### config.mk
export PLATFORM = sky130hd
export DESIGN_NAME = issue_stage
export DESIGN_NICKNAME = d
export VERILOG_FILES = /design/src/hw/core_pkg.sv /design/src/hw/alu_unit.sv /design/src/hw/branch_unit.sv /design/src/hw/issue_stage.sv /design/src/hw/ls_unit.sv /design/src/hw/result_reg.sv
export VERILOG_INCLUDE_DIRS = /design/src /design/src/include
export SDC_FILE = /design/constraint.sdc
export NUM_CORES = 1
export LEC_CHECK = 0
export BUFFER_PORTS_ARGS = -buffer_cell sky130_fd_sc_hd__buf_2
export CORE_AREA = 2 2 338 340
export CTS_CLUSTER_DIAMETER = 200
export DETAILED_ROUTE_END_ITERATION = 10
export DIE_AREA = 0 0 340 342
export GPL_ROUTABILITY_DRIVEN = 0
export PLACE_DENSITY_LB_ADDON = 0.12
export SYNTH_ARGS = -nofsm -noshare
export SYNTH_HDL_FRONTEND = slang
export SYNTH_HIERARCHICAL = 1
export SYNTH_SLANG_ARGS = --single-unit
### constraint.sdc
create_clock -name clk -period 4.5 [get_ports clk]
set_clock_uncertainty 0.1 [all_clocks]
set_input_delay 0.45 -clock clk [delete_from_list [all_inputs] [get_ports clk]]
set_output_delay 0.45 -clock clk [all_outputs]
set_load 0.05 [all_outputs]
### src/include/core_consts.svh
`ifndef CORE_CONSTS_SVH
`define CORE_CONSTS_SVH

// register data width
`define DATA_W 32

// address and pc width
`define ADDR_W 32

// physical register tag
`define PHY_W 6

// rob tag
`define ROB_W 5

`endif

### src/hw/core_pkg.sv
`include "core_consts.svh"

package core_pkg;

    // integer alu operations where lui passes the immediate through
    typedef enum logic [3:0] {
        alu_add,
        alu_sub,
        alu_and,
        alu_or,
        alu_xor,
        alu_sll,
        alu_srl,
        alu_sra,
        alu_slt,
        alu_sltu,
        alu_lui
    } alu_op_t;

    typedef enum logic [1:0] {
        br_cond,
        br_jal,
        br_jalr
    } br_kind_t;

    // one reservation-station entry as handed to a pipe
    typedef struct packed {
        logic [`ROB_W-1:0]  rob_id;
        logic [`PHY_W-1:0]  rs1_phy;
        logic [`PHY_W-1:0]  rs2_phy;
        logic [`PHY_W-1:0]  rd_phy;
        alu_op_t            alu_op;
        logic               use_imm;
        logic [2:0]         funct3;
        logic [`DATA_W-1:0] imm;
        logic [`ADDR_W-1:0] pc;
        logic               is_store;
        br_kind_t           br_kind;
        logic               pred_taken;
        logic [`ADDR_W-1:0] pred_target;
    } rs_entry_t;

    typedef struct packed {
        logic [`ROB_W-1:0]  rob_id;
        logic [`PHY_W-1:0]  rd_phy;
        logic [`DATA_W-1:0] value;
    } alu_result_t;

    // addr serves as raddr for loads and waddr for stores
    typedef struct packed {
        logic [`ROB_W-1:0]  rob_id;
        logic [`PHY_W-1:0]  rd_phy;
        logic               mem_read_en;
        logic               wdata_valid;
        logic [2:0]         funct3;
        logic [`ADDR_W-1:0] addr;
        logic [`DATA_W-1:0] wdata;
    } ls_result_t;

    typedef struct packed {
        logic [`ROB_W-1:0]  rob_id;
        logic [`PHY_W-1:0]  rd_phy;
        logic               taken;
        logic               mispredict;
        logic [`ADDR_W-1:0] target;
        logic [`ADDR_W-1:0] update_pc;
        logic [`DATA_W-1:0] link_value;
        logic               is_jump;
    } br_result_t;

endpackage

### src/hw/alu_unit.sv
`timescale 1ns/1ps

`include "core_consts.svh"

module alu_unit (
    input  core_pkg::rs_entry_t   entry,
    input  logic [`DATA_W-1:0]    rs1_data,
    input  logic [`DATA_W-1:0]    rs2_data,
    output core_pkg::alu_result_t result
);

    logic [`DATA_W-1:0] op_a;
    logic [`DATA_W-1:0] op_b;
    logic [4:0]         shamt;
    logic               lt_signed;
    logic               lt_unsigned;

    // immediate forms replace rs2
    assign op_a  = rs1_data;
    assign op_b  = entry.use_imm ? entry.imm : rs2_data;
    assign shamt = op_b[4:0];

    assign lt_signed   = $signed(op_a) < $signed(op_b);
    assign lt_unsigned = op_a < op_b;

    always_comb begin
        result.rob_id = entry.rob_id;
        result.rd_phy = entry.rd_phy;
        case (entry.alu_op)
            core_pkg::alu_add:  result.value = op_a + op_b;
            core_pkg::alu_sub:  result.value = op_a - op_b;
            core_pkg::alu_and:  result.value = op_a & op_b;
            core_pkg::alu_or:   result.value = op_a | op_b;
            core_pkg::alu_xor:  result.value = op_a ^ op_b;
            core_pkg::alu_sll:  result.value = op_a << shamt;
            core_pkg::alu_srl:  result.value = op_a >> shamt;
            core_pkg::alu_sra:  result.value = $signed(op_a) >>> shamt;
            core_pkg::alu_slt: begin
                result.value = {{(`DATA_W-1){1'b0}}, lt_signed};
            end
            core_pkg::alu_sltu: begin
                result.value = {{(`DATA_W-1){1'b0}}, lt_unsigned};
            end
            // upper immediate is already shifted by decode
            core_pkg::alu_lui:  result.value = entry.imm;
            default:            result.value = '0;
        endcase
    end

endmodule

### src/hw/branch_unit.sv
`timescale 1ns/1ps

`include "core_consts.svh"

module branch_unit (
    input  core_pkg::rs_entry_t  entry,
    input  logic [`DATA_W-1:0]   rs1_data,
    input  logic [`DATA_W-1:0]   rs2_data,
    output core_pkg::br_result_t result
);

    logic               cond_taken;
    logic               taken;
    logic [`ADDR_W-1:0] pc_rel;
    logic [`ADDR_W-1:0] reg_rel;
    logic [`ADDR_W-1:0] target;

    // condition from funct3
    always_comb begin
        case (entry.funct3)
            3'b000:  cond_taken = rs1_data == rs2_data;
            3'b001:  cond_taken = rs1_data != rs2_data;
            3'b100:  cond_taken = $signed(rs1_data) < $signed(rs2_data);
            3'b101:  cond_taken = $signed(rs1_data) >= $signed(rs2_data);
            3'b110:  cond_taken = rs1_data < rs2_data;
            3'b111:  cond_taken = rs1_data >= rs2_data;
            default: cond_taken = 1'b0;
        endcase
    end

    assign pc_rel  = entry.pc + entry.imm;
    assign reg_rel = rs1_data + entry.imm;

    always_comb begin
        case (entry.br_kind)
            core_pkg::br_jal: begin
                taken  = 1'b1;
                target = pc_rel;
            end
            // jalr drops bit 0 of the sum
            core_pkg::br_jalr: begin
                taken  = 1'b1;
                target = {reg_rel[`ADDR_W-1:1], 1'b0};
            end
            default: begin
                taken  = cond_taken;
                target = pc_rel;
            end
        endcase
    end

    always_comb begin
        result.rob_id     = entry.rob_id;
        result.rd_phy     = entry.rd_phy;
        result.taken      = taken;
        result.target     = target;
        result.update_pc  = entry.pc;
        result.link_value = entry.pc + `ADDR_W'd4;
        result.is_jump    = entry.br_kind != core_pkg::br_cond;
        // wrong direction, or right direction with a stale target
        result.mispredict = (taken != entry.pred_taken) ||
                            (taken && (target != entry.pred_target));
    end

endmodule

### src/hw/issue_stage.sv
`timescale 1ns/1ps

`include "core_consts.svh"

module issue_stage (
    input  logic                  clk,
    input  logic                  rst,
    input  logic                  flush,
    input  core_pkg::rs_entry_t   alu_entry,
    input  core_pkg::rs_entry_t   ls_entry,
    input  core_pkg::rs_entry_t   br_entry,
    input  logic                  alu_valid,
    input  logic                  ls_valid,
    input  logic                  br_valid,
    output logic [`PHY_W-1:0]     rs1_phy_alu,
    output logic [`PHY_W-1:0]     rs2_phy_alu,
    output logic [`PHY_W-1:0]     rs1_phy_ls,
    output logic [`PHY_W-1:0]     rs2_phy_ls,
    output logic [`PHY_W-1:0]     rs1_phy_br,
    output logic [`PHY_W-1:0]     rs2_phy_br,
    output logic                  alu_rd_en,
    output logic                  ls_rd_en,
    output logic                  br_rd_en,
    input  logic [`DATA_W-1:0]    rs1_data_alu,
    input  logic [`DATA_W-1:0]    rs2_data_alu,
    input  logic [`DATA_W-1:0]    rs1_data_ls,
    input  logic [`DATA_W-1:0]    rs2_data_ls,
    input  logic [`DATA_W-1:0]    rs1_data_br,
    input  logic [`DATA_W-1:0]    rs2_data_br,
    output core_pkg::alu_result_t alu_out,
    output core_pkg::ls_result_t  ls_out,
    output core_pkg::br_result_t  br_out,
    output logic                  alu_out_valid,
    output logic                  ls_out_valid,
    output logic                  br_out_valid
);

    logic                  alu_issue;
    logic                  ls_issue;
    logic                  br_issue;
    core_pkg::alu_result_t alu_res;
    core_pkg::ls_result_t  ls_res;
    core_pkg::br_result_t  br_res;

    // flush kills only what is presented this cycle
    assign alu_issue = alu_valid && !flush;
    assign ls_issue  = ls_valid && !flush;
    assign br_issue  = br_valid && !flush;

    assign alu_rd_en = alu_issue;
    assign ls_rd_en  = ls_issue;
    assign br_rd_en  = br_issue;

    // register file read tags straight from the entries
    assign rs1_phy_alu = alu_entry.rs1_phy;
    assign rs2_phy_alu = alu_entry.rs2_phy;
    assign rs1_phy_ls  = ls_entry.rs1_phy;
    assign rs2_phy_ls  = ls_entry.rs2_phy;
    assign rs1_phy_br  = br_entry.rs1_phy;
    assign rs2_phy_br  = br_entry.rs2_phy;

    alu_unit u_alu (
        .entry(alu_entry), .rs1_data(rs1_data_alu), .rs2_data(rs2_data_alu), .result(alu_res)
    );

    ls_unit u_ls (
        .entry(ls_entry), .rs1_data(rs1_data_ls), .rs2_data(rs2_data_ls), .result(ls_res)
    );

    branch_unit u_br (
        .entry(br_entry), .rs1_data(rs1_data_br), .rs2_data(rs2_data_br), .result(br_res)
    );

    // one register stage per pipe
    result_reg #(.payload_t(core_pkg::alu_result_t)) u_alu_reg (
        .clk(clk), .rst(rst), .in_valid(alu_issue), .in_data(alu_res),
        .out_valid(alu_out_valid), .out_data(alu_out)
    );

    result_reg #(.payload_t(core_pkg::ls_result_t)) u_ls_reg (
        .clk(clk), .rst(rst), .in_valid(ls_issue), .in_data(ls_res),
        .out_valid(ls_out_valid), .out_data(ls_out)
    );

    result_reg #(.payload_t(core_pkg::br_result_t)) u_br_reg (
        .clk(clk), .rst(rst), .in_valid(br_issue), .in_data(br_res),
        .out_valid(br_out_valid), .out_data(br_out)
    );

endmodule

### src/hw/ls_unit.sv
`timescale 1ns/1ps

`include "core_consts.svh"

module ls_unit (
    input  core_pkg::rs_entry_t  entry,
    input  logic [`DATA_W-1:0]   rs1_data,
    input  logic [`DATA_W-1:0]   rs2_data,
    output core_pkg::ls_result_t result
);

    logic [`ADDR_W-1:0] eff_addr;

    // base plus offset
    assign eff_addr = rs1_data + entry.imm;

    always_comb begin
        result.rob_id = entry.rob_id;
        result.rd_phy = entry.rd_phy;
        // access size and sign for the memory side to decode
        result.funct3 = entry.funct3;
        result.addr   = eff_addr;

        if (entry.is_store) begin
            result.mem_read_en = 1'b0;
            result.wdata_valid = 1'b1;
            result.wdata       = rs2_data;
        end else begin
            result.mem_read_en = 1'b1;
            result.wdata_valid = 1'b0;
            result.wdata       = '0;
        end
    end

endmodule

### src/hw/result_reg.sv
`timescale 1ns/1ps

// one pipeline stage between execute and writeback, any packed payload
module result_reg #(
    parameter type payload_t = logic [31:0]
) (
    input  logic     clk,
    input  logic     rst,
    input  logic     in_valid,
    input  payload_t in_data,
    output logic     out_valid,
    output payload_t out_data
);

    // loads every cycle, so an idle input gives valid low next cycle
    always_ff @(posedge clk) begin
        if (rst) begin
            out_valid <= 1'b0;
            out_data  <= '0;
        end else begin
            out_valid <= in_valid;
            out_data  <= in_data;
        end
    end

endmodule

==> summary.md <==
| Metric | Value |
|---|---|
| Post-synth top flop | dfxtp_1 |
| Area fraction of the dominant cell type after synthesis | 0.189 |
| Area leader, netlist | dfxtp_1 |
| H-tree Lvls | 2 |
| #FFs+latches synth | ~240 |
| Wire length of the first global-routing pass | between 150 and 200 mm |
| Worst hold-check path type | input pin to register |
| Fin area | between 30000 and 40000 sq um |
| Crit path time final | slightly above 4 ns |
| Status | complete, no violations |
| I/O Pins | 866 |
| Final core occ | 0.277 |
| Number of buffers added on ports | about 640 |
| DR WL/cell | about 24 um |
| Syn_nets | roughly 4000 |
| Clock transition at path regs | approximately 0.060 ns |
| Routed vias/inst | around 5.0 |
| Vias in the first global route | ~26000 |
| RSZ-0062 raised after global routing | false |
| CP Max Fanout | 3 |
| Max IR drop VDD | roughly 0.23 mV |
| Dpl cell area | around 30000 sq um |
| Ys async rst share | 0 |
| Ys Warns | 6 |
| Final hold vios | 0 |
| Rel. slew slack | 0.158 |
| Root buf cell | clkbuf_16 |
| DRC Markers | 0 |
| Crit path DAT | 4.43 ns |
| Clock tree from TritonCTS | yes |
| Iteration-0 DRC Markers | between 1500 and 2000 |
| Crit share post-route | 0.908 |
| Die area | 116000 sq um |
| Cts bufs inserted | 34 |
| Nets | 4643 |
| Final antenna-violating net count | 0 |
| GRT Total Usage | 0.212 |
| Cells after Synth | between 3000 and 4000 |
| Max-cap violations | 0 |
| Kind of critical path | input pin to register |
| Die W | about 340 um |
| Initial Util | 0.221 |
| Antenna violations before repair | 21 |
| Die Y | between 300 and 400 um |
| Largest net degree at the start of global routing | 82 |
| Fin worst setup slack | approximately 0.42 ns |
| Clock Sinks | 236 |
| Critical path required time | about 4.8 ns |
| Critical path endpoint category | register |
| Dominant cells by area after synthesis | dfxtp_1 19%, ha_1 11%, nor2b_1 6.6% |
| Routed vias | 26619 |
| EDFF count, synth | 0 |
| F_max | around 240 MHz |
| DRT Pass-1 Iters | 6 |
| Rows | 124 |
| Worst Hold Slack | 0.0750 ns |
| PwrDens | slightly above 300 nW/um^2 |
| Final Max Slew Viols | 0 |
| Share of cells above drive strength 1 | 0.254 |
| Worst path cell trace | buf_2 > ha_1 > fa_1 > a21o_1 > a221o_1 > nor3b_1 > nor2_1 > a221o_1 > nor3_1 > o211ai_1 > nor4_1 > buf_4 > nand4_1 > a2111oi_0 > a31oi_1 > nor2b_1 |
| Slew @ Worst Pin | around 1.3 ns |
| Area grow syn2layout | 25.7% |
| Post-Route WL | approximately 130 mm |
| Core Box Area | approximately 110000 sq um |
| Most frequent CP cell | a221o_1 |
| Mapped cell area | between 20000 and 25000 sq um |
| Count leader, synth | nor2b_1 |
| Slowest stage delay, CP | around 0.4 ns |
| Sum Neg Setup Slack | 0 ns |
| Startpoint Class | input pin |
| Commonest cells post-synth | 262 x nor2b_1, 245 x a21oi_1, 236 x dfxtp_1, 235 x nor2_1 |
| Total grt overflow | 0 |
| Clock Path Buffers | 3 |
| Netlist cell types | 100 |
| CP max-delay cell | fa_1 |
| Leakage | around 14 nW |
| Layout fillers | 12511 |
| Final setup fails | 0 |
| Seq/Total Area, Yosys | 0.189 |
| Hpwl dp | 106 mm |
| Average cell area after synthesis | 7.79 sq um |
| Place WS | -0.140 ns |
-- cell type report --
type                       count  area (sq um)  share of cell area
antenna                        6          15.0            0.000478
clock buffer                  48          1000              0.0320
clock inverter                 9           124             0.00395
multi-input combinational   2515         18000               0.573
inverter                     166           628              0.0200
sequential                   236          4720               0.151
timing repair buffer         865          5000               0.159
tap                         1512          1890              0.0603
-- flip-flops by register name, summed over array words and instances (netlist names) --
| register | count |
|---|---|
| u_br_reg/out_data | 110 |
| u_ls_reg/out_data | 80 |
| u_alu_reg/out_data | 43 |
| u_alu_reg/out_valid | 1 |
| u_br_reg/out_valid | 1 |
| u_ls_reg/out_valid | 1 |
-- critical path: cells and delay by family --
family	cells	cell delay (ns)
AO/OA/AOI/OAI	6	1.70
AND/OR/NAND/NOR	6	1.34
adder cells (fa/ha/maj)	2	0.64
buffers and inverters	2	0.28
-- through the flow --
stage / power [W] / std cells
2_1_floorplan: 0.00525 / 3203
3_3_place_gp: 0.00671 / 5264
3_5_place_dp: 0.00669 / 5264
4_1_cts: 0.00964 / 5351
5_1_grt: 0.0100 / 5355
6_report: 0.00950 / 5357
-- power by group --
group | switching [W] | internal [W]
Sequential | 0.0000450 | 0.00227
Combinational | 0.00285 | 0.00153
Clock | 0.00114 | 0.00167
-- path summary, 6_finish.rpt --
path	slack, ns	from	cells past startpoint	endpoint
worst min-delay path	0.08	br_entry[113]	2	u_br_reg/out_data[104]
worst max-delay path	0.42	br_entry[36]	16	u_br_reg/out_data[97]
-- logic make-up (layout without fill, tap and decap cells) --
logic type	count (synthesis)	count (layout)	synth area share
simple gates	1054	1054	0.214
flops	236	236	0.189
other cells	0	6	0
fa+ha+maj	234	234	0.119
xor+xnor	147	147	0.0528
mux	178	178	0.0912
compound gates	902	902	0.242
buf+inv	452	1088	0.0921
-- what timing repair did --
item,in CTS,in global routing
hold endpoints to repair,30,0
gates resized for setup,0,0
hold buffers,30,0
setup buffers,0,0
-- metal layers --
metal	vias up	GRT usage	routed length, um
met4	4	0.0729	4550
met3	209	0.0399	8440
met1	12677	0.274	56700
met5	-	0	27
li1	12673	-	-
met2	1056	0.352	60000
-- cells in the final DEF, fill, tap and decap left out, types with 59 or more instances in the layout --
master / Yosys / layout
dfxtp_1: 236 / 236
mux2i_1: 137 / 135
nor2_1: 235 / 234
a21o_1: 59 / 59
buf_2: 41 / 643
buf_4: 114 / 188
nand2_1: 229 / 228
ha_1: 229 / 228
nand3_1: 65 / 65
a21oi_1: 245 / 245
inv_1: 161 / 161
nor2b_1: 262 / 262
xnor2_1: 89 / 89
o21ai_0: 167 / 167
(Power assumes the default switching activity.)
